`src/verilog/dcache_cfg.svh`:
```
`ifndef DCACHE_CFG_SVH
`define DCACHE_CFG_SVH

// cache geometry
`define DC_WAYS         4
`define DC_SETS         16
`define DC_LINE_WORDS   4

`define DC_WAY_BITS     2
`define DC_INDEX_BITS   4
`define DC_OFFSET_BITS  2

// 32-bit address minus index, offset and byte select
`define DC_TAG_BITS     (32 - `DC_INDEX_BITS - `DC_OFFSET_BITS - 2)

`define DC_WORD_BITS    32
`define DC_STRB_BITS    4

`endif
```
`src/verilog/dcache_pkg.sv`:
```
`default_nettype none

`include "dcache_cfg.svh"

package dcache_pkg;

    // address fields
    typedef logic [`DC_TAG_BITS-1:0]    tag_t;
    typedef logic [`DC_INDEX_BITS-1:0]  index_t;
    typedef logic [`DC_OFFSET_BITS-1:0] offset_t;
    typedef logic [`DC_WAY_BITS-1:0]    way_t;

    // data path
    typedef logic [`DC_WORD_BITS-1:0]   word_t;
    typedef logic [`DC_STRB_BITS-1:0]   strobe_t;

    // one bit per internal tree node
    typedef logic [`DC_WAYS-2:0]        plru_t;

    typedef enum logic [1:0] {
        MS_IDLE,
        MS_READOUT,
        MS_WRITEBACK,
        MS_FETCH
    } miss_state_t;

endpackage

`default_nettype wire

```
`src/verilog/dcache_miss_ctrl.sv`:
```
`timescale 1ns/1ps
`default_nettype none

`include "dcache_cfg.svh"

module dcache_miss_ctrl (
    input  wire logic                clk,
    input  wire logic                resetn,
    input  wire logic                miss,
    input  wire dcache_pkg::tag_t    req_tag,
    input  wire dcache_pkg::index_t  req_index,
    input  wire dcache_pkg::way_t    victim_way,
    input  wire logic                victim_dirty,
    input  wire dcache_pkg::tag_t    victim_tag,
    input  wire dcache_pkg::word_t   b_rdata,
    input  wire logic                cresp_ready,
    input  wire logic                cresp_last,
    input  wire dcache_pkg::word_t   cresp_rdata,
    output logic                     engine_idle,
    output logic                     refill_done,
    output logic                     b_en,
    output dcache_pkg::way_t         b_way,
    output dcache_pkg::offset_t      b_offset,
    output dcache_pkg::strobe_t      b_strobe,
    output dcache_pkg::word_t        b_wdata,
    output logic                     creq_valid,
    output logic                     creq_is_write,
    output logic [31:0]              creq_addr,
    output dcache_pkg::word_t        creq_wdata
);
    import dcache_pkg::*;

    miss_state_t              state_q;
    // readout needs one count past the last word for the read latency
    logic [`DC_OFFSET_BITS:0] cnt_q;
    offset_t                  beat;
    way_t                     way_q;
    tag_t                     wb_tag_q;
    word_t                    line_buf [`DC_LINE_WORDS];

    assign beat = cnt_q[`DC_OFFSET_BITS-1:0];

    always_ff @(posedge clk) begin
        if (resetn) begin
            state_q <= MS_IDLE;
            cnt_q   <= '0;
        end else begin
            case (state_q)
                MS_IDLE: begin
                    if (miss) begin
                        state_q <= victim_dirty ? MS_READOUT : MS_FETCH;
                        cnt_q   <= '0;
                    end
                end
                MS_READOUT: begin
                    if (cnt_q == `DC_LINE_WORDS) begin
                        state_q <= MS_WRITEBACK;
                        cnt_q   <= '0;
                    end else begin
                        cnt_q <= cnt_q + 1'b1;
                    end
                end
                MS_WRITEBACK: begin
                    if (cresp_ready) begin
                        cnt_q <= cnt_q + 1'b1;
                        if (cresp_last) begin
                            state_q <= MS_FETCH;
                            cnt_q   <= '0;
                        end
                    end
                end
                MS_FETCH: begin
                    if (cresp_ready) begin
                        cnt_q <= cnt_q + 1'b1;
                        if (cresp_last) begin
                            state_q <= MS_IDLE;
                            cnt_q   <= '0;
                        end
                    end
                end
                default: begin
                    state_q <= MS_IDLE;
                end
            endcase
        end
    end

    // victim captured at the miss, line buffer one cycle behind the read
    always_ff @(posedge clk) begin
        if (state_q == MS_IDLE && miss) begin
            way_q    <= victim_way;
            wb_tag_q <= victim_tag;
        end
        if (state_q == MS_READOUT && cnt_q != '0) begin
            line_buf[offset_t'(cnt_q - 1'b1)] <= b_rdata;
        end
    end

    assign engine_idle = (state_q == MS_IDLE);
    assign refill_done = (state_q == MS_FETCH) && cresp_ready && cresp_last;

    // port B: reads during readout, full-word writes during fetch
    assign b_en     = ((state_q == MS_READOUT) && (cnt_q < `DC_LINE_WORDS))
                   || ((state_q == MS_FETCH) && cresp_ready);
    assign b_way    = way_q;
    assign b_offset = beat;
    assign b_strobe = {`DC_STRB_BITS{state_q == MS_FETCH}};
    assign b_wdata  = cresp_rdata;

    assign creq_valid    = (state_q == MS_WRITEBACK) || (state_q == MS_FETCH);
    assign creq_is_write = (state_q == MS_WRITEBACK);
    assign creq_addr     = {creq_is_write ? wb_tag_q : req_tag, req_index,
                            {(`DC_OFFSET_BITS + 2){1'b0}}};
    assign creq_wdata    = line_buf[beat];

    a_burst_hold: assert property (@(posedge clk) disable iff (resetn)
        creq_valid && !(cresp_ready && cresp_last) |=> creq_valid);

    // memory must close every burst after exactly one line
    a_burst_length: assert property (@(posedge clk) disable iff (resetn)
        creq_valid && cresp_ready && cresp_last |-> beat == offset_t'(`DC_LINE_WORDS - 1));

endmodule

`default_nettype wire

```
`config.mk`:
```
export PLATFORM = sky130hd
export DESIGN_NAME = dcache_miss_ctrl
export DESIGN_NICKNAME = d
export VERILOG_FILES = /design/src/verilog/dcache_pkg.sv /design/src/verilog/dcache_miss_ctrl.sv
export VERILOG_INCLUDE_DIRS = /design/src /design/src/verilog
export SDC_FILE = /design/constraint.sdc
export NUM_CORES = 1
export LEC_CHECK = 0
export ABC_AREA = 1
export BUFFER_PORTS_ARGS = -buffer_cell sky130_fd_sc_hd__buf_2
export CORE_UTILIZATION = 42
export CTS_CLUSTER_SIZE = 25
export DETAILED_ROUTE_END_ITERATION = 10
export PLACE_DENSITY = 0.66
export SYNTH_ARGS = -nofsm -noshare
export SYNTH_HDL_FRONTEND = slang
export SYNTH_SLANG_ARGS = --single-unit
```
`constraint.sdc`:
```
create_clock -name clk -period 5.31 [get_ports clk]
set_clock_uncertainty 0.15 [all_clocks]
set_input_delay 1.062 -clock clk [delete_from_list [all_inputs] [get_ports clk]]
set_output_delay 1.062 -clock clk [all_outputs]
set_load 0.05 [all_outputs]
```
==> qor.yml <==
port-buffer-count: 156
antenna_cells: 0
fin_crit_sh: 0.710
cp_max_fo: 64
nNetsFinal: 785
core_area_um2: 15400
syn_inst: 541
synth_area_um2: 6720
synth.distinct_cells: 24
synth_top_area_share: 0.688
rsz0062_at_grt: "no"
clock_latency_ps: 410
finalSetupViolCount: 0
yosys.area_share.simple: 0.107
place.gp.congestion: 0.789
cp-end-kind: "output pin"
reg2reg_depth: 5
hold_start: "state_q[0]"
via_count: 4264
rrSetupSlack_ps: 2880
drv_cap: 0
drv_slew: 0
hold_end: "state_q[0]"
synth-compound-area-share: 0.0845
cts-buffers-inserted: 17
dpl.hpwl_um: 9010
synth_xor_area_frac: 0
ir_drop_mv: 0.349
cp.arrival_ps: 2560
num_rows: 45
r2r-start: "cnt_q[0]"
hold_buffers: 0
totalWireLength_um: 14200
crit_chain: "buf_4, inv_4, o21ai_0, o22ai_1, buf_2"
cp_slowest_cell: "dfxtp_2"
tns_ps: 0
place_ws_ps: 1950
grt.overflow.total: 0
cts_sinks: 161
status: "finished clean"
gr-usage-all-layers: 0.177
cp_num_buf_inv: 3
nFillCells: 1384
synth_area_per_cell_um2: 12.4
period_needed_ps: 3770
fin_hold_ws_ps: 394
yosysSeqAreaShare: 0.709
cts_buffer_depth: 2
r2r_end: "line_buf[0][22]"
ant_nets: 0
drtIter0Drc: 329
die_w_um: 128
drive_gt1_frac: 0.303
root_buffer: "clkbuf_16"
ys_warn_count: 0
grt_pass1_vias: 4221
dr.pass1.iters: 4
synthMuxAreaShare: 0
max_slew_margin: 0.255
power.density_nw_per_um2: 491
synth_fa_ha_area_frac: 0.0168
grt_max_degree: 65
cts_tree: "done"
tightest_slew_ps: 1110
grt_pass1_wl_um: 21700
min_path_type: "register to register"
max_freq_mhz: 265
synth_seq_cells: 161
die_area_um2: 16500
cp-start-kind: "register"
drc: 0
io_pins: 233
hold_viol: 0
dieHeight_um: 128
cts.clk_slew.worst_paths_ps: 50
max_stage_delay_ps: 800
required_ps: 4100
antenna_found_initial: 1
p_leak_nw: 3.10
synth.largest_area_cell: "edfxtp_1"
cts.htree.levels: 4
setup_slack_ps: 1540
critPathTopFamily: "buffers and inverters"
cts_resized: 0
post_cts_buffers: 0
worstSetupPathType: "register to output pin"
ys_top_cells_by_area: "edfxtp_1, buf_4, nand2_1"
holdPathStages: 2
routedWlPerCell_um: 16.3
synth_top_family_by_area: "simple AND/OR/NAND/NOR gates"
start_util: 0.436
syn_to_final_growth_pct: 18.3
avgViaCountPerCell: 4.88
==> per-stage QoR <==
stage | instances | power (mW) | area [um2] | utilization
global route | 874 | 4.07 | 7950 | 0.515
CTS | 874 | 3.94 | 7950 | 0.515
detailed placement | 844 | 2.70 | 7350 | 0.477
global placement | 844 | 2.69 | 7350 | 0.477
finish | 874 | 3.90 | 7950 | 0.515
floorplan | 544 | 2.53 | 6730 | -
==> logic make-up after synthesis <==
| group | Yosys count |
|---|---|
| and+or+nand+nor | 177 |
| other | 1 |
| adders and majority gates | 9 |
| buffers and inverters | 90 |
| AOI/OAI and AO/OA | 103 |
| DFF | 161 |
==> power breakdown <==
group	total (mW)	switching [mW]	internal (mW)
Clock	1.24	0.456	0.781
Sequential	1.51	0.0504	1.46
Combinational	1.15	0.902	0.253
==> cell type report <==
type                       count  area [um2]  share of cell area
clock inverter                10         161              0.0203
multi-input combinational    293        1440               0.181
inverter                      21        86.3              0.0109
sequential                   161        4770               0.599
tap                          211         264              0.0332
clock buffer                  20         437              0.0549
timing repair buffer         158         796               0.100
==> how the worst max path moves through the flow <==
stage	startpoint	end	slack, ps	cells after the start
global placement	register	creq_wdata[1]	2010	5
global route	register	creq_wdata[12]	1300	5
floorplan	state_q[0]	b_en	2120	3
detailed placement	register	creq_wdata[13]	1950	5
CTS	register	creq_wdata[13]	1500	5
finish	register	creq_wdata[13]	1540	5
==> routing by layer <==
layer | GRT usage | part of all wire
met5 | 0 | 0.00056
met4 | 0.0983 | 0.028
met1 | 0.204 | 0.41
met2 | 0.305 | 0.51
met3 | 0.0445 | 0.049
==> Yosys cell counts (all sizes together) <==
cell type / count
edfxtp: 154
nand2: 88
nor2: 84
o21ai: 66
buf: 60
o22ai: 33
inv: 21
clkbuf: 9
ha: 9
dfxtp: 7
nand3: 5
a21oi: 4
conb: 1
==> worst register-to-register path, cell delays in order, from the launching register on <==
cell and delay [ps]:
dfxtp_1 460, inv_1 100, ha_1 230, nand2_1 70
nand2_1 170, nor2_4 860
==> sequential cells by signal, indices dropped and copies added (netlist names), named ones only <==
name and cells:
b_way 2, cnt_q 3, line_buf 128, state_q 2, wb_tag_q 24
==> cells in the final DEF (no fill, tap or decap), types with 6 or more instances in the layout <==
cell       synthesis  layout
buf_2             10     156
o22ai_1           33      33
ha_1               9       9
nor2_4             3       7
nor2_1            81      77
inv_1             17      17
o21ai_0           60      60
edfxtp_1         154     154
dfxtp_1            7       6
nand2_1           85      85
clkbuf_16          0      17
No activity file was read; power rests on OpenSTA's default activity.
