File: src/verilog/dcache_cfg.svh
`ifndef DCACHE_CFG_SVH
`define DCACHE_CFG_SVH

// cache geometry
`define DC_WAYS         4
`define DC_SETS         16
`define DC_LINE_WORDS   4

`define DC_WAY_BITS     2
`define DC_INDEX_BITS   4
`define DC_OFFSET_BITS  2

// 32-bit address minus index, offset and byte select
`define DC_TAG_BITS     (32 - `DC_INDEX_BITS - `DC_OFFSET_BITS - 2)

`define DC_WORD_BITS    32
`define DC_STRB_BITS    4

`endif
File: src/verilog/dcache_pkg.sv
`default_nettype none

`include "dcache_cfg.svh"

package dcache_pkg;

    // address fields
    typedef logic [`DC_TAG_BITS-1:0]    tag_t;
    typedef logic [`DC_INDEX_BITS-1:0]  index_t;
    typedef logic [`DC_OFFSET_BITS-1:0] offset_t;
    typedef logic [`DC_WAY_BITS-1:0]    way_t;

    // data path
    typedef logic [`DC_WORD_BITS-1:0]   word_t;
    typedef logic [`DC_STRB_BITS-1:0]   strobe_t;

    // one bit per internal tree node
    typedef logic [`DC_WAYS-2:0]        plru_t;

    typedef enum logic [1:0] {
        MS_IDLE,
        MS_READOUT,
        MS_WRITEBACK,
        MS_FETCH
    } miss_state_t;

endpackage

`default_nettype wire

File: src/verilog/dcache_tag_lookup.sv
`timescale 1ns/1ps
`default_nettype none

`include "dcache_cfg.svh"

module dcache_tag_lookup (
    input  wire logic               clk,
    input  wire logic               resetn,
    input  wire logic               req_valid,
    input  wire dcache_pkg::tag_t   req_tag,
    input  wire dcache_pkg::index_t req_index,
    input  wire logic               req_write,
    input  wire logic               engine_idle,
    input  wire logic               refill_done,
    input  wire dcache_pkg::way_t   victim_way,
    output logic                    hit,
    output dcache_pkg::way_t        hit_way,
    output logic                    miss,
    output logic                    victim_dirty,
    output dcache_pkg::tag_t        victim_tag
);
    import dcache_pkg::*;

    logic [`DC_SETS-1:0][`DC_WAYS-1:0] valid_q;
    logic [`DC_SETS-1:0][`DC_WAYS-1:0] dirty_q;
    tag_t                              tag_mem [`DC_SETS][`DC_WAYS];
    logic [`DC_WAYS-1:0]               hit_vec;
    logic                              accept_write;

    // all ways compared in parallel
    always_comb begin
        for (int w = 0; w < `DC_WAYS; w++) begin
            hit_vec[w] = valid_q[req_index][w] && (tag_mem[req_index][w] == req_tag);
        end
    end

    // at most one bit set, so an or of indices encodes it
    always_comb begin
        hit_way = '0;
        for (int w = 0; w < `DC_WAYS; w++) begin
            if (hit_vec[w]) begin
                hit_way = hit_way | way_t'(w);
            end
        end
    end

    assign hit          = req_valid && (|hit_vec);
    assign miss         = req_valid && !(|hit_vec) && engine_idle;
    assign victim_dirty = valid_q[req_index][victim_way] && dirty_q[req_index][victim_way];
    assign victim_tag   = tag_mem[req_index][victim_way];
    assign accept_write = hit && engine_idle && req_write;

    always_ff @(posedge clk) begin
        if (resetn) begin
            valid_q <= '0;
            dirty_q <= '0;
        end else begin
            if (refill_done) begin
                valid_q[req_index][victim_way] <= 1'b1;
                dirty_q[req_index][victim_way] <= 1'b0;
            end
            if (accept_write) begin
                dirty_q[req_index][hit_way] <= 1'b1;
            end
        end
    end

    // new tag goes in with the last refill beat
    always_ff @(posedge clk) begin
        if (refill_done) begin
            tag_mem[req_index][victim_way] <= req_tag;
        end
    end

    a_hit_onehot: assert property (@(posedge clk) disable iff (resetn)
        req_valid |-> $onehot0(hit_vec));

    // held request must hit right after its line lands
    a_hit_after_refill: assert property (@(posedge clk) disable iff (resetn)
        refill_done |=> hit);

endmodule

`default_nettype wire

File: config.mk
export PLATFORM = sky130hd
export DESIGN_NAME = dcache_tag_lookup
export DESIGN_NICKNAME = d
export VERILOG_FILES = /design/src/verilog/dcache_pkg.sv /design/src/verilog/dcache_tag_lookup.sv
export VERILOG_INCLUDE_DIRS = /design/src /design/src/verilog
export SDC_FILE = /design/constraint.sdc
export NUM_CORES = 2
export LEC_CHECK = 0
export ABC_CLOCK_PERIOD_IN_PS = 6500
export BUFFER_PORTS_ARGS = -buffer_cell sky130_fd_sc_hd__buf_2
export CORE_MARGIN = 5
export CORE_UTILIZATION = 40
export CTS_BUF_LIST = sky130_fd_sc_hd__clkbuf_16
export CTS_CLUSTER_DIAMETER = 150
export DETAILED_ROUTE_END_ITERATION = 12
export PLACE_DENSITY_LB_ADDON = 0.2
export RECOVER_POWER = 100
export SYNTH_ARGS = -nofsm -noshare
export SYNTH_HDL_FRONTEND = slang
export SYNTH_SLANG_ARGS = --single-unit
File: constraint.sdc
create_clock -name clk -period 6.5 [get_ports clk]
set_input_delay 0.325 -clock clk [delete_from_list [all_inputs] [get_ports clk]]
set_output_delay 0.325 -clock clk [all_outputs]
set_load 0.02 [all_outputs]
==> flow_summary.ini <==
[run_status]
status = finished, violations left
violations = capacitance limit, slew limit

[synth]
yosysUniqueCellTypes = 88
synth_async_sr_flop_share_pct = 0
netlist.area_leader.share_pct = 67.4
synth_area_leader_cell = edfxtp_1
synth_compound_area_share_pct = 4.41
synth_area_leaders = edfxtp_1 (67%), mux4_2 (12%), mux2i_1 (3.9%)
synth_top_family_by_area = multiplexers
avgSynthCellArea_um2 = 18.4
synthAdderAreaFrac_pct = 0
synth-edff-count = 1536
synth_cells = 3712
yosysSeqAreaShare_pct = 71.1
synth-xor-area-share_pct = 1.28
yosys_warnings = 0
synthesis.area_um2 = 68400
yosys.area_share.simple_pct = 3.75
ys.flop_type = edfxtp_1
synth.area.mux_share_pct = 17.0
ys_seq_elements = 1664
synth_fp_nets = 3748

[sta]
fin_worst_skew_ns = 0.0421
max_slew.worst_pin.slew_ns = 4.08
setup_violations = 0
slew_violations = 2371
max_freq_ghz = 0.166
rsz0062_at_grt = false
hold_viol = 0
period_minus_slack_ns = 6.02
tns_ns = 0
post-route-period-util_pct = 92.7
slew_headroom_pct = -172

[global_routing]
grt_util_met3_pct = 5.19
grt_pass1_vias = 36900
grt.total_usage_pct = 24.1
grt_max_degree = 81
grt_busiest_layer = met2
antenna_found_initial = 6
overflow = 0
use_met2_pct = 35.7
grt_use_met1_pct = 34.7
grt_pass1_wl_um = 303000

[detailed_routing]
routedWlPerCell_um = 35.1
antenna_left = 0
drc = 0
drt-vias-per-instance = 6.07
drt_iter0_drc = 5067
first_pass_iters = 6
wl_um = 220000
via_count = 37900

[cts]
h-tree-depth = 4
clockRootBuffer = clkbuf_16
cts_buffers = 170
cts_sinks = 1664
insertion_delay_ns = 0.84
cts_resized = 0
cts_buffer_depth = 3
cts_tree = done
clk_pin_slew_worst_paths_ns = 0.07

[min_path]
hold_end = tag_mem[13][7]
holdPathStages = 1
hold_class = primary input to flip-flop
holdCritStartpoint = req_tag[7]

[critical_path]
required_ns = 6.17
path_common_cell = nor4_1
cp.buffers_inverters = 3
path_delay_family = buffers and inverters
worst-r2r-cell-count = 9
worstSetupPathType = primary input to output port
reg2reg_slack_ns = 1.75
start_kind = primary input
cp-end-kind = output port
worstReg2RegStart = tag_mem[10][77]
reg2reg_to = dirty_q[52]
critPathMaxStageDelay_ns = 2.75
path_max_fanout = 53
crit_path_cell_trace = clkbuf_1 > xnor2_1 > nor4_1 > a31oi_1 > nor4_1 > nand4b_2 > o31ai_1 > buf_4 > o21a_1 > buf_2
crit_arrival_ns = 5.70
slowest_stage = clkbuf_1

[place]
gp_congestion = 0.952
dp.final_hpwl_um = 137000
portBuffers = 64
post_dp_cell_area_um2 = 72000

[die]
io_pins = 65
die_w_um = 424
coreArea_um2 = 170000
initial_core_util_pct = 40.3
die-height_um = 424
rows = 151
dieArea_um2 = 179000

[layout]
fin_nets = 3927
final_common_cell = edfxtp_1
fin_area_um2 = 76800
layout_common_cells = edfxtp_1 (1536), mux4_2 (360), mux2i_1 (264)
area_growth_pct = 12.1
layout-drive-gt1-share_pct = 21.4

[power]
power_leakage_nw = 24.6
peakVddDrop_uv = 279
pwr_density_cell_nw_per_um2 = 300

[run]
cap_violations = 87
==> state kept, by name (all words and copies together) (netlist names) <==
register and cells:
valid_q 64, dirty_q 64, tag_mem 1536
==> worst register-to-register path, stage by stage (launching register included) <==
cell	delay, ns
edfxtp_1	0.37
mux4_2	0.46
mux2i_1	0.79
o21ai_0	0.21
a211o_1	0.32
a211oi_1	0.48
o2111ai_1	0.30
nor4b_1	0.54
nand4_1	0.81
o32ai_1	0.35
==> final cells by class <==
type	instances	area, um^2
fill	14500	93100
sequential	1664	48700
multi-input combinational	1750	18200
clock buffer	170	4250
tap	2218	2780
timing repair buffer	232	1460
clock inverter	141	1130
inverter	73	284
antenna	2	5.00
==> power by group <==
part           internal [mW]  leakage (nW)  switching [mW]  total, mW
Clock                   5.33          2.81            4.17       9.50
Sequential              11.8          14.8          0.0154       11.8
Combinational          0.534          6.98            1.21       1.74
==> cells in the mapped netlist (5+ instances only) <==
| cell type | count |
|---|---|
| nand4_1 | 15 |
| clkbuf_1 | 69 |
| and3_1 | 14 |
| buf_4 | 27 |
| buf_6 | 31 |
| nor2b_1 | 8 |
| o211ai_1 | 17 |
| buf_2 | 67 |
| xor2_1 | 21 |
| o2bb2ai_1 | 5 |
| nand2b_1 | 9 |
| a2111oi_0 | 6 |
| o31ai_1 | 21 |
| nand2_1 | 139 |
| o22ai_1 | 39 |
| or3b_2 | 16 |
| o21ai_0 | 52 |
| and2_1 | 6 |
| nor3_1 | 17 |
| edfxtp_1 | 1536 |
| xnor2_1 | 79 |
| o221ai_1 | 9 |
| o21a_1 | 6 |
| a21oi_1 | 37 |
| o2111ai_1 | 8 |
| inv_1 | 68 |
| nor2_1 | 252 |
| a221oi_1 | 6 |
| nand3_1 | 39 |
| dfxtp_1 | 128 |
| mux2_2 | 72 |
| buf_12 | 6 |
| nor4_1 | 8 |
| mux4_2 | 360 |
| a31oi_1 | 15 |
| o32ai_1 | 28 |
| a211oi_1 | 14 |
| o32ai_2 | 20 |
| buf_1 | 19 |
| mux2i_1 | 264 |
| a22oi_1 | 71 |
| or2_2 | 6 |
==> worst max path at each step <==
stage / slack (ns) / to / start / cells after the start
after global routing: 0.43 / tag_mem[6][23] / victim_way[0] / 5
after floorplan: 2.90 / tag_mem[12][72] / req_index[0] / 11
final: 0.48 / hit / req_tag[20] / 10
after detailed placement: 1.13 / dirty_q[0] / req_index[0] / 11
after CTS: 1.17 / hit / req_index[0] / 12
after global placement: 1.04 / hit / req_index[0] / 12
==> through the flow <==
| stage | worst slack (ns) | hold WS [ns] | total power, mW | instances | util [%] |
|---|---|---|---|---|---|
| 5_1_grt | 0.427 | 0.0431 | 23.7 | 6249 | 45.2 |
| 6_report | 0.476 | 0.103 | 23.0 | 6250 | 45.2 |
| 2_1_floorplan | 2.90 | 0.424 | 12.9 | 3712 | - |
| 4_1_cts | 1.17 | 0.00479 | 23.2 | 6248 | 45.6 |
| 3_3_place_gp | 1.04 | 0.444 | 13.7 | 5927 | 42.4 |
| 3_5_place_dp | 1.13 | 0.456 | 13.7 | 5927 | 42.4 |
==> logic make-up after synthesis <==
logic type	after synthesis
XOR/XNOR	100
AO/OA/AOI/OAI	396
AND/OR/NAND/NOR	556
buffers and inverters	298
multiplexers	698
flip-flops	1664
==> repair_timing <==
action                    in CTS  in global routing
hold endpoints to repair     162                  0
buffers inserted               0                  0
hold buffers                  10                  0
==> per-layer routing <==
metal | wire length, um | vias up
met5 | 46 | -
met4 | 11400 | 6
met3 | 19600 | 406
met2 | 96700 | 1887
met1 | 91900 | 20300
li1 | - | 15400
(Power assumes the default switching activity.)
