==> config.mk <==
export PLATFORM = sky130hd
export DESIGN_NAME = dcache_plru
export DESIGN_NICKNAME = d
export VERILOG_FILES = /design/src/verilog/dcache_pkg.sv /design/src/verilog/dcache_plru.sv
export VERILOG_INCLUDE_DIRS = /design/src /design/src/verilog
export SDC_FILE = /design/constraint.sdc
export NUM_CORES = 1
export LEC_CHECK = 0
export BUFFER_PORTS_ARGS = -buffer_cell sky130_fd_sc_hd__buf_4
export CAP_MARGIN = 30
export CORE_MARGIN = 2
export CORE_UTILIZATION = 54
export DETAILED_ROUTE_END_ITERATION = 10
export PLACE_DENSITY = 0.75
export SKIP_CTS_REPAIR_TIMING = 1
export SYNTH_ARGS = -nofsm -noshare
export SYNTH_HDL_FRONTEND = slang
export SYNTH_SLANG_ARGS = --single-unit
==> constraint.sdc <==
create_clock -name clk -period 1.4 [get_ports clk]
set_input_delay 0.07 -clock clk [delete_from_list [all_inputs] [get_ports clk]]
set_output_delay 0.07 -clock clk [all_outputs]
set_load 0.02 [all_outputs]
==> src/verilog/dcache_cfg.svh <==
`ifndef DCACHE_CFG_SVH
`define DCACHE_CFG_SVH

// cache geometry
`define DC_WAYS         4
`define DC_SETS         16
`define DC_LINE_WORDS   4

`define DC_WAY_BITS     2
`define DC_INDEX_BITS   4
`define DC_OFFSET_BITS  2

// 32-bit address minus index, offset and byte select
`define DC_TAG_BITS     (32 - `DC_INDEX_BITS - `DC_OFFSET_BITS - 2)

`define DC_WORD_BITS    32
`define DC_STRB_BITS    4

`endif
==> src/verilog/dcache_pkg.sv <==
`default_nettype none

`include "dcache_cfg.svh"

package dcache_pkg;

    // address fields
    typedef logic [`DC_TAG_BITS-1:0]    tag_t;
    typedef logic [`DC_INDEX_BITS-1:0]  index_t;
    typedef logic [`DC_OFFSET_BITS-1:0] offset_t;
    typedef logic [`DC_WAY_BITS-1:0]    way_t;

    // data path
    typedef logic [`DC_WORD_BITS-1:0]   word_t;
    typedef logic [`DC_STRB_BITS-1:0]   strobe_t;

    // one bit per internal tree node
    typedef logic [`DC_WAYS-2:0]        plru_t;

    typedef enum logic [1:0] {
        MS_IDLE,
        MS_READOUT,
        MS_WRITEBACK,
        MS_FETCH
    } miss_state_t;

endpackage

`default_nettype wire

==> src/verilog/dcache_plru.sv <==
`timescale 1ns/1ps
`default_nettype none

`include "dcache_cfg.svh"

module dcache_plru (
    input  wire logic               clk,
    input  wire logic               resetn,
    input  wire dcache_pkg::index_t index,
    input  wire logic               touch,
    input  wire dcache_pkg::way_t   touch_way,
    output dcache_pkg::way_t        victim_way
);
    import dcache_pkg::*;

    plru_t [`DC_SETS-1:0] plru_q;
    plru_t                cur;
    plru_t                nxt;

    assign cur = plru_q[index];

    // node n has children 2n+1 (low half) and 2n+2 (high half)
    // a bit of 0 points the victim into the low half
    always_comb begin
        int node;
        node = 0;
        victim_way = '0;
        for (int lvl = 0; lvl < `DC_WAY_BITS; lvl++) begin
            victim_way[`DC_WAY_BITS-1-lvl] = cur[node];
            node = 2 * node + 1 + int'(cur[node]);
        end
    end

    // flip every node on the path to point away from the used way
    always_comb begin
        int   node;
        logic b;
        nxt  = cur;
        node = 0;
        for (int lvl = 0; lvl < `DC_WAY_BITS; lvl++) begin
            b         = touch_way[`DC_WAY_BITS-1-lvl];
            nxt[node] = ~b;
            node      = 2 * node + 1 + int'(b);
        end
    end

    always_ff @(posedge clk) begin
        if (resetn) begin
            plru_q <= '0;
        end else if (touch) begin
            plru_q[index] <= nxt;
        end
    end

endmodule

`default_nettype wire

==> metrics.md, run 1 <==
| Metric | Value |
|---|---|
| Post-Syn Area | `approximately 0.0023 mm^2` |
| Fraction of synthesized cell area in xor and xnor cells | `0%` |
| GRT met2 Usage | `39.06%` |
| Ys async rst share | `0%` |
| Simple-Gate Fraction of Synth Area | `around a fifth` |
| Max IR drop VDD | `813.2 uV` |
| Worst Hold Class | `primary input to register` |
| Max reg flops | `48` |
| Register area share after synthesis | `42.24%` |
| Overflow after GRT | `0` |
| CTS max path bufs | `2` |
| Min-delay src | `touch_way[1]` |
| Syn Area/Cell | `just over 9 um^2` |
| Worst hold stages | `2` |
| Top cells by area, synth | `dfxtp_1, nor2_1, a211oi_1` |
| Worst Path Max Fanout | `2` |
| Vias in the first global route | `between 1500 and 2000` |
| Clock sink count | `48` |
| Clock slew at reported path FFs | `0.08 ns` |
| RSZ-0062 raised after global routing | `yes` |
| CTS tree | `done` |
| Slew Viols, Final | `0` |
| Period utilization | `137.1%` |
| Regs by FF count | `plru_q: 48 flops` |
| Post-Syn Instances | `roughly 250` |
| Initial antenna violation count | `0` |
| Final setup vio count | `33` |
| Global-route wire length before repair | `about 8.6 mm` |
| Placement Rows | `23` |
| EDFF count, synth | `0` |
| Multiplexer share of the synthesized area | `about 15%` |
| Syn_nets | `256` |
| Share of cells above drive strength 1 | `a little over two fifths` |
| I/O pin cnt | `11` |
| R2r worst-path depth | `8` |
| Top-count cell post-synth | `nor2_1` |
| Dominant synthesized flop cell | `dfxtp_1` |
| Post-route setup slack | `-0.5198 ns` |
| Detailed Routing Iterations Pass 1 | `4` |
| DR iter-0 viols | `roughly 150` |
| All-Layer GR Usage | `24.82%` |
| Ant. Diodes | `0` |
| Largest family of logic cells by synthesized area | `simple AND/OR/NAND/NOR gates` |
| Vias | `~2100` |
| Pwr/cell area | `867.1 mW/mm^2` |
| Synth Area in Adders | `0%` |
| Peak Freq | `520.9 MHz` |
| GR Util met1 | `around 33%` |
| Worst Path Required | `about 1.3 ns` |
| Syn-to-layout area delta | `37.90%` |
| Initial Utilization | `between 50% and 60%` |
| CP endpoint kind | `output pin` |
| Core area | `between 0.004 and 0.005 mm^2` |
| CP arrival | `about 1.9 ns` |
| End of the worst hold path | `plru_q[30]` |
| Critical path class | `register to output pin` |
| Final GP Congestion | `roughly 0.88` |
| Avg Vias per Cell | `between 5 and 6` |
| Slew HR | `approximately three fifths` |
| Top post-synthesis cells by count | `nor2_1, dfxtp_1, a211oi_1, mux2i_1, nor3_1` |
| Busiest grt layer | `met2` |
| Max Cap Viol | `0` |
| WL/cell | `17.36 um` |
| Synth warn | `0` |
| Post-synthesis cell type count | `35` |
| Area occupied by multi-input gates | `around 0.0015 mm^2` |
| Final nets | `310` |
| Root Driver | `clkbuf_8` |
| Register bank with the most flops | `plru_q` |
| Final core occ | `between 70 and 80%` |
| Post-synthesis compound-gate area fraction | `17.71%` |
| Seq. cell area | `969.7 um^2` |
| Final hold vios | `0` |
| PortBufs | `10` |
| Largest area contributor in the netlist | `dfxtp_1` |
| Remaining DRCs | `0` |
| Top-area cell type share of the netlist area | `a little over two fifths` |
| Worst-skew pair later-pin latency | `0.31 ns` |
| Clock skew | `between 0.005 and 0.006 ns` |
| Worst R2R Start | `plru_q[7]` |
| Die height | `between 60 and 70 um` |
| FF+latch count, synth | `48` |
| R2R Setup Slk | `-0.21 ns` |
| # H-tree levels | `2` |
| Minimum clock period | `around 1.9 ns` |
| Failing checks | `setup timing` |
| Global Route met3 Usage | `under 10%` |
| Die area | `between 0.004 and 0.005 mm^2` |
| Largest net degree at the start of global routing | `49` |
| DPL Wire Length | `~3.8 mm` |
| Total power draw | `2.720 mW` |
| Leak Pwr | `roughly 1.2 nW` |
| Total Routed Length | `approximately 6 mm` |
| R2R Path End | `plru_q[40]` |
| Slew @ Worst Pin | `between 0.6 and 0.7 ns` |
| Filler cell count | `260` |
| Status | `finished with violations` |
| Startpoint Class | `register` |
| CTS Buf Count | `5` |
| Width of the chip | `68.90 um` |
| Final ANT Viol Nets | `0` |
-- layer usage --
| metal | share of wire [%] | vias up |
|---|---|---|
| met5 | 0 | - |
| met4 | 1.8 | 0 |
| met3 | 4.3 | 15 |
| met2 | 49 | 47 |
| met1 | 45 | 1032 |
| li1 | - | 1000 |
-- cell families after synthesis --
kind of cell,count (synthesis)
multiplexers,28
buffers and inverters,20
AO/OA/AOI/OAI,49
flip-flops,48
AND/OR/NAND/NOR,102
-- cell usage in the layout, fill, tap and decap left out, types with 2 or more instances in the layout --
| cell type | instances |
|---|---|
| mux2i_4 | 2 |
| a211oi_1 | 17 |
| nand3b_1 | 2 |
| buf_6 | 6 |
| nor3_2 | 4 |
| nor3_1 | 6 |
| mux2i_1 | 20 |
| nor2_1 | 65 |
| nor3_4 | 7 |
| dfxtp_1 | 41 |
| a211oi_2 | 18 |
| nand3_1 | 2 |
| mux4_2 | 4 |
| nor2b_1 | 2 |
| mux2_2 | 2 |
| nand2_1 | 2 |
| a22oi_1 | 4 |
| dfxtp_2 | 7 |
| clkbuf_8 | 5 |
| nor2b_4 | 2 |
| inv_1 | 3 |
| buf_12 | 5 |
| a31oi_1 | 2 |
| buf_4 | 53 |
-- worst max-delay path: stages, from the launching register on --
cell	delay, ns
dfxtp_2	0.33
mux4_2	0.47
nor2b_4	0.15
a211oi_2	0.17
a21oi_2	0.08
mux2i_4	0.19
buf_6	0.15
-- worst max-delay path by stage --
stage	from	cells past startpoint	slack (ns)	to
after detailed placement	index[0]	9	-0.32	victim_way[0]
after global routing	plru_q[9]	6	-0.58	victim_way[0]
final	plru_q[9]	6	-0.52	victim_way[0]
after global placement	index[0]	9	-0.28	victim_way[0]
after CTS	plru_q[9]	6	-0.60	victim_way[0]
after floorplan	index[0]	7	-0.22	victim_way[0]
-- area by class of cell --
class / count / share of cell area [%]
Multi-Input combinational cell: 179 / 46.23
Sequential cell: 48 / 30.91
Timing Repair Buffer: 64 / 18.03
Clock buffer: 6 / 2.314
Tap cell: 50 / 1.994
Inverter: 3 / 0.3590
Clock inverter: 1 / 0.1596
-- where the power goes --
part           total, mW  switching (mW)  internal (mW)  leakage [nW]
registers           1.41          0.0154           1.39         0.392
clock network      0.790           0.450          0.340        0.0410
logic              0.523           0.279          0.244         0.730
total               2.72           0.744           1.98          1.16
-- stage by stage --
stage | setup WS, ns | TNS, ns | hold WS, ns | area (um^2) | cells
floorplan | -0.2231 | -0.6913 | 0.3894 | 2307 | 247
global placement | -0.2773 | -6.834 | 0.3471 | 2711 | 338
detailed placement | -0.3226 | -7.838 | 0.3504 | 2711 | 338
CTS | -0.6033 | -5.088 | 0.02869 | 2789 | 345
global route | -0.5792 | -5.962 | 0.06336 | 3137 | 351
finish | -0.5198 | -3.946 | 0.05274 | 3137 | 351
Note: power is estimated with default switching activity, not from simulation.
==> run 2: changes to the inputs <==
--- a/config.mk
+++ b/config.mk
@@ -8,10 +8,13 @@
 export LEC_CHECK = 0
 export BUFFER_PORTS_ARGS = -buffer_cell sky130_fd_sc_hd__buf_4
 export CAP_MARGIN = 30
+export CELL_PAD_IN_SITES_DETAIL_PLACEMENT = 0
+export CELL_PAD_IN_SITES_GLOBAL_PLACEMENT = 1
 export CORE_MARGIN = 2
-export CORE_UTILIZATION = 54
+export CORE_UTILIZATION = 42
 export DETAILED_ROUTE_END_ITERATION = 10
 export PLACE_DENSITY = 0.75
+export REMOVE_ABC_BUFFERS = 1
 export SKIP_CTS_REPAIR_TIMING = 1
 export SYNTH_ARGS = -nofsm -noshare
 export SYNTH_HDL_FRONTEND = slang
==> run 2 against run 1 <==
Net effect:
- the run still ends with setup timing left
- sequential power hardly changed
- die area is 27% higher
- maximum frequency is 1.7% higher
- clock-buffer cell count is 1 lower
- first-iteration DRC count is 68% lower
- final cell count is 2.6% higher
- worst hold slack better by 0.0059 ns
- critical endpoint unchanged
==> metrics.md, run 2 (synthesized netlist as in run 1, its figures left out) <==
| Metric | Value |
|---|---|
| DR iter-0 viols | `47` |
| Clock slew at reported path FFs | `about 0.09 ns` |
| Placed cell areas | `about 0.0027 mm^2` |
| Crit path cell chain | `mux4_2 -> nor2b_1 -> a211oi_2 -> a21oi_2 -> mux2i_1 -> buf_4` |
| Worst Path Required | `~1.3 ns` |
| Total power draw | `roughly 3.2 mW` |
| DPL Wire Length | `between 4 and 5 mm` |
| Root Driver | `clkbuf_8` |
| Placement Rows | `26` |
| I/O pin cnt | `11` |
| CP arrival | `~1.8 ns` |
| Max IR drop VDD | `about 760 uV` |
| Minimum clock period | `around 1.9 ns` |
| Syn-to-layout area delta | `32.78%` |
| Final setup vio count | `23` |
| CP delay by family, top | `multiplexers` |
| Final GP Congestion | `roughly 0.81` |
| Setup tns final | `-1.756 ns` |
| Die height | `77.59 um` |
| RSZ-0062 raised after global routing | `yes` |
| Failing checks | `setup timing` |
| Status | `finished with violations` |
| Initial antenna violation count | `0` |
| Peak Freq | `about 530 MHz` |
| Leak Pwr | `~1.1 nW` |
| Slew @ Worst Pin | `between 0.5 and 0.6 ns` |
| Remaining DRCs | `0` |
| Ant. Diodes | `0` |
| Initial Utilization | `roughly 44%` |
| Worst Hold Class | `primary input to register` |
| Max reg flops | `48` |
| Register bank with the most flops | `plru_q` |
| CTS Buf Count | `5` |
| Crit path buffers/inverters | `1` |
| Detailed Routing Iterations Pass 1 | `4` |
| Vias | `1928` |
| Die area | `approximately 0.0060 mm^2` |
| Final nets | `approximately 300` |
| Share of cells above drive strength 1 | `37.93%` |
| # H-tree levels | `2` |
| Post-route setup slack | `-0.4885 ns` |
| Final ANT Viol Nets | `0` |
| Vias in the first global route | `around 1900` |
| Core area | `between 0.005 and 0.006 mm^2` |
| Worst-skew pair later-pin latency | `~0.3 ns` |
| Final hold vios | `0` |
| Setup WS pre-CTS | `-0.2798 ns` |
| All-Layer GR Usage | `around a fifth` |
| Slew Viols, Final | `0` |
| Max Cap Viol | `0` |
| Total Routed Length | `around 5.6 mm` |
| Avg Vias per Cell | `approximately 5.4` |
| Final Cell Area | `roughly 0.0030 mm^2` |
| CTS tree | `done` |
| Period utilization | `134.9%` |
| Overflow after GRT | `0` |
| Slew HR | `61.28%` |
| Global-route wire length before repair | `9.252 mm` |
| CP endpoint kind | `output pin` |
| Largest net degree at the start of global routing | `49` |
| Worst Path Max Fanout | `2` |
| Clock skew | `0.01005 ns` |
| PortBufs | `10` |
| Width of the chip | `just under 80 um` |
| Clock sink count | `48` |
| Pwr/cell area | `around 1100 mW/mm^2` |
| CTS max path bufs | `2` |
| Commonest non-fill, non-tap cells in the layout | `nor2_1, buf_4, dfxtp_1, a211oi_1, mux2i_1` |
| Regs by FF count | `plru_q: 48 flops` |
| Critical path class | `register to output pin` |
| CP max stage delay | `about 0.44 ns` |
| Startpoint Class | `register` |
| Slowest CP cell | `mux4_2` |
| Commonest non-fill, non-tap cell in the layout | `nor2_1` |
| WL/cell | `15.66 um` |
-- run 2: cell type report --
cell class,instances,area [um^2]
clock buffers,5,68.82
inverters,3,11.26
clock inverters,3,90.09
multi-input cells,179,1373
repair buffers,52,421.7
well taps,70,87.58
flip-flops and latches,48,968.4
fillers,455,2152
-- run 2: power breakdown --
part	switching (mW)	total, mW	internal (mW)
Combinational	0.240	0.432	0.192
Sequential	0.0161	1.41	1.39
Clock	0.475	1.37	0.893
-- run 2: worst paths after layout --
| path | from | to | slack [ns] | cells after the start |
|---|---|---|---|---|
| hold / removal | touch_way[1] | plru_q[15] | 0.06 | 2 |
| setup / recovery | plru_q[9] | victim_way[0] | -0.49 | 6 |
| hold reg to reg | plru_q[1] | plru_q[1] | 0.50 | 2 |
| setup reg to reg | plru_q[29] | plru_q[41] | -0.06 | 6 |
-- run 2: metrics by stage --
| stage | cells | util [%] | hold slack [ns] |
|---|---|---|---|
| after global placement | 352 | 51.40 | 0.3667 |
| after detailed placement | 352 | 51.40 | 0.3665 |
| final | 360 | 58.39 | 0.05867 |
| after CTS | 360 | 54.48 | 0.03924 |
| after global routing | 360 | 58.39 | 0.05797 |
| after floorplan | 230 | - | 0.1346 |
-- run 2: worst reg2reg max path, cell delays in order, from the launching register on --
cell      delay, ns
dfxtp_1        0.33
mux2i_2        0.21
a22oi_2        0.12
a32o_2         0.30
a21oi_2        0.13
buf_6          0.17
a211oi_2       0.08
-- run 2: per-layer routing --
layer / GRT usage, % / wire (um)
met1: 26.93 / 2720
met2: 31.38 / 2740
met3: 3.605 / 112
met4: 5.714 / 66
met5: 0 / 0
==> run 3: changes to the inputs <==
--- a/config.mk
+++ b/config.mk
@@ -11,9 +11,9 @@
 export CELL_PAD_IN_SITES_DETAIL_PLACEMENT = 0
 export CELL_PAD_IN_SITES_GLOBAL_PLACEMENT = 1
 export CORE_MARGIN = 2
-export CORE_UTILIZATION = 42
+export CORE_UTILIZATION = 50
 export DETAILED_ROUTE_END_ITERATION = 10
-export PLACE_DENSITY = 0.75
+export PLACE_DENSITY_LB_ADDON = 0.1
 export REMOVE_ABC_BUFFERS = 1
 export SKIP_CTS_REPAIR_TIMING = 1
 export SYNTH_ARGS = -nofsm -noshare
==> constraint.sdc (replaced) <==
create_clock -name clk -period 2.3 [get_ports clk]
set_input_delay 0.115 -clock clk [delete_from_list [all_inputs] [get_ports clk]]
set_output_delay 0.115 -clock clk [all_outputs]
set_load 0.01 [all_outputs]
==> run 3 against run 2 <==
Net effect:
- the flow now finishes without violations
- via count down 6.8%
- utilization decreased by 3.2 points
- highest routed layer unchanged
- largest cell class unchanged
- final cell count fell by 17%
==> metrics.md, run 3 (synthesized netlist as in run 1, its figures left out) <==
| Metric | Value |
|---|---|
| DR iter-0 viols | `around 160` |
| Total Routed Length | `a little over 5 mm` |
| Vias | `around 1800` |
| Worst Path Max Fanout | `2` |
| Initial Utilization | `a little over half` |
| Final ANT Viol Nets | `0` |
| Slew Viols, Final | `0` |
| Worst hold stages | `2` |
| Filler cell count | `~370` |
| Global-route wire length before repair | `about 8.5 mm` |
| Leak Pwr | `0.8100 nW` |
| Crit path cell chain | `mux4_2 -> nor2b_1 -> a211oi_2 -> a21oi_2 -> mux2i_1 -> buf_4` |
| Pwr/cell area | `651.9 mW/mm^2` |
| Root Driver | `clkbuf_8` |
| Remaining DRCs | `0` |
| Clock sink count | `48` |
| Die area | `approximately 0.0051 mm^2` |
| Placed cell areas | `between 0.002 and 0.0025 mm^2` |
| Setup WS pre-CTS | `~0.33 ns` |
| Critical path class | `register to output pin` |
| Critical path depth in cells | `6` |
| Final GP Congestion | `around 0.83` |
| Commonest non-fill, non-tap cell in the layout | `nor2_1` |
| Final nets | `approximately 260` |
| R2R Setup Slk | `roughly 0.6 ns` |
| CTS max path bufs | `2` |
| CTS Buf Count | `5` |
| Final Cell Area | `0.002405 mm^2` |
| CP max stage delay | `between 0.4 and 0.5 ns` |
| Max reg flops | `between 40 and 50` |
| Initial antenna violation count | `0` |
| Largest net degree at the start of global routing | `~50` |
| Clock skew | `between 0.004 and 0.005 ns` |
| Post-route setup slack | `about 0.3 ns` |
| R2R Path End | `plru_q[16]` |
| Syn-to-layout area delta | `5.721%` |
| Width of the chip | `slightly above 70 um` |
| Worst Hold Class | `primary input to register` |
| Final setup vio count | `0` |
| Max Cap Viol | `0` |
| CP delay by family, top | `multiplexers` |
| CP endpoint kind | `output pin` |
| Avg Vias per Cell | `~6.0` |
| CP Launch Point | `plru_q[9]` |
| Peak Freq | `about 500 MHz` |
| Register bank with the most flops | `plru_q` |
| Slew HR | `62.53%` |
| Clock slew at reported path FFs | `0.08 ns` |
| Crit path buffers/inverters | `1` |
| Setup tns final | `0 ns` |
| Period utilization | `around 87%` |
| Worst Path Required | `roughly 2.2 ns` |
| Commonest non-fill, non-tap cells in the layout | `nor2_1, dfxtp_1, a211oi_1, mux2i_1, nor3_1` |
| CP arrival | `about 1.9 ns` |
| Die height | `slightly above 70 um` |
| Total power draw | `approximately 1.6 mW` |
| DPL Wire Length | `between 3 and 4 mm` |
| PortBufs | `10` |
| Slew @ Worst Pin | `between 0.5 and 0.6 ns` |
| # H-tree levels | `2` |
| Overflow after GRT | `0` |
| Placement Rows | `24` |
| End of the worst hold path | `plru_q[9]` |
| I/O pin cnt | `11` |
| Worst R2R Start | `plru_q[25]` |
| WL/cell | `around 17 um` |
| Ant. Diodes | `0` |
| Startpoint Class | `register` |
| R2r worst-path depth | `5` |
| Status | `finished, final reports clean` |
| All-Layer GR Usage | `between 20% and 30%` |
| Core area | `~0.0044 mm^2` |
| Slowest CP cell | `mux4_2` |
| Regs by FF count | `plru_q: 48 flops` |
| Max IR drop VDD | `318.4 uV` |
| Detailed Routing Iterations Pass 1 | `4` |
| Worst-skew pair later-pin latency | `~0.30 ns` |
| Vias in the first global route | `about 1700` |
| RSZ-0062 raised after global routing | `no` |
| Min-delay src | `touch_way[1]` |
| Final hold vios | `0` |
| CTS tree | `done` |
| Final core occ | `a little under three fifths` |
| Minimum clock period | `~2 ns` |
| Share of cells above drive strength 1 | `approximately 13%` |
run 3: cell types whose count changed in the layout (fill, tap and decap cells not counted), moves of 2 or more:
cell / before / now
buf_4: 46 / 10
a211oi_1: 20 / 32
a211oi_2: 14 / 3
nor3_1: 9 / 17
nor3_2: 7 / 0
dfxtp_1: 42 / 48
dfxtp_2: 6 / 0
buf_6: 5 / 0
mux2i_1: 18 / 22
mux2i_2: 4 / 0
bufinv_16: 3 / 0
clkbuf_8: 5 / 7
run 3: per-stage QoR:
stage | hold WS [ns] | std cells
floorplan | 0.1796 | 230
global placement | 0.4739 | 292
detailed placement | 0.4820 | 292
CTS | 0.2258 | 299
global route | 0.2498 | 299
finish | 0.2366 | 299
run 3: worst max path at each step:
stage | slack (ns) | end
6_report | 0.29 | victim_way[0]
3_3_place_gp | 0.34 | victim_way[0]
2_1_floorplan | 0.79 | victim_way[0]
4_1_cts | 0.26 | victim_way[0]
5_1_grt | 0.19 | victim_way[0]
3_5_place_dp | 0.33 | victim_way[0]
run 3: report_power, final:
group          leakage (nW)  switching, mW  total [mW]  internal [mW]
clock network        0.0503          0.264       0.532          0.268
registers             0.388        0.00854       0.855          0.847
logic                 0.372          0.116       0.180         0.0646
run 3: layer usage:
metal	vias to the layer above	part of all wire (%)	GRT usage [%]
met5	-	0	0
met4	0	1.4	7.547
met3	8	4.5	4.641
met2	38	48	34.57
met1	859	46	28.11
li1	892	-	-
run 3: final cells by class:
| cell class | count | area (um^2) | area share (%) |
|---|---|---|---|
| inverters | 3 | 11.26 | 0.4683 |
| repair buffers | 10 | 75.07 | 3.122 |
| flip-flops and latches | 48 | 960.9 | 39.96 |
| multi-input cells | 179 | 1196 | 49.74 |
| well taps | 52 | 65.06 | 2.706 |
| clock buffers | 7 | 96.34 | 4.006 |
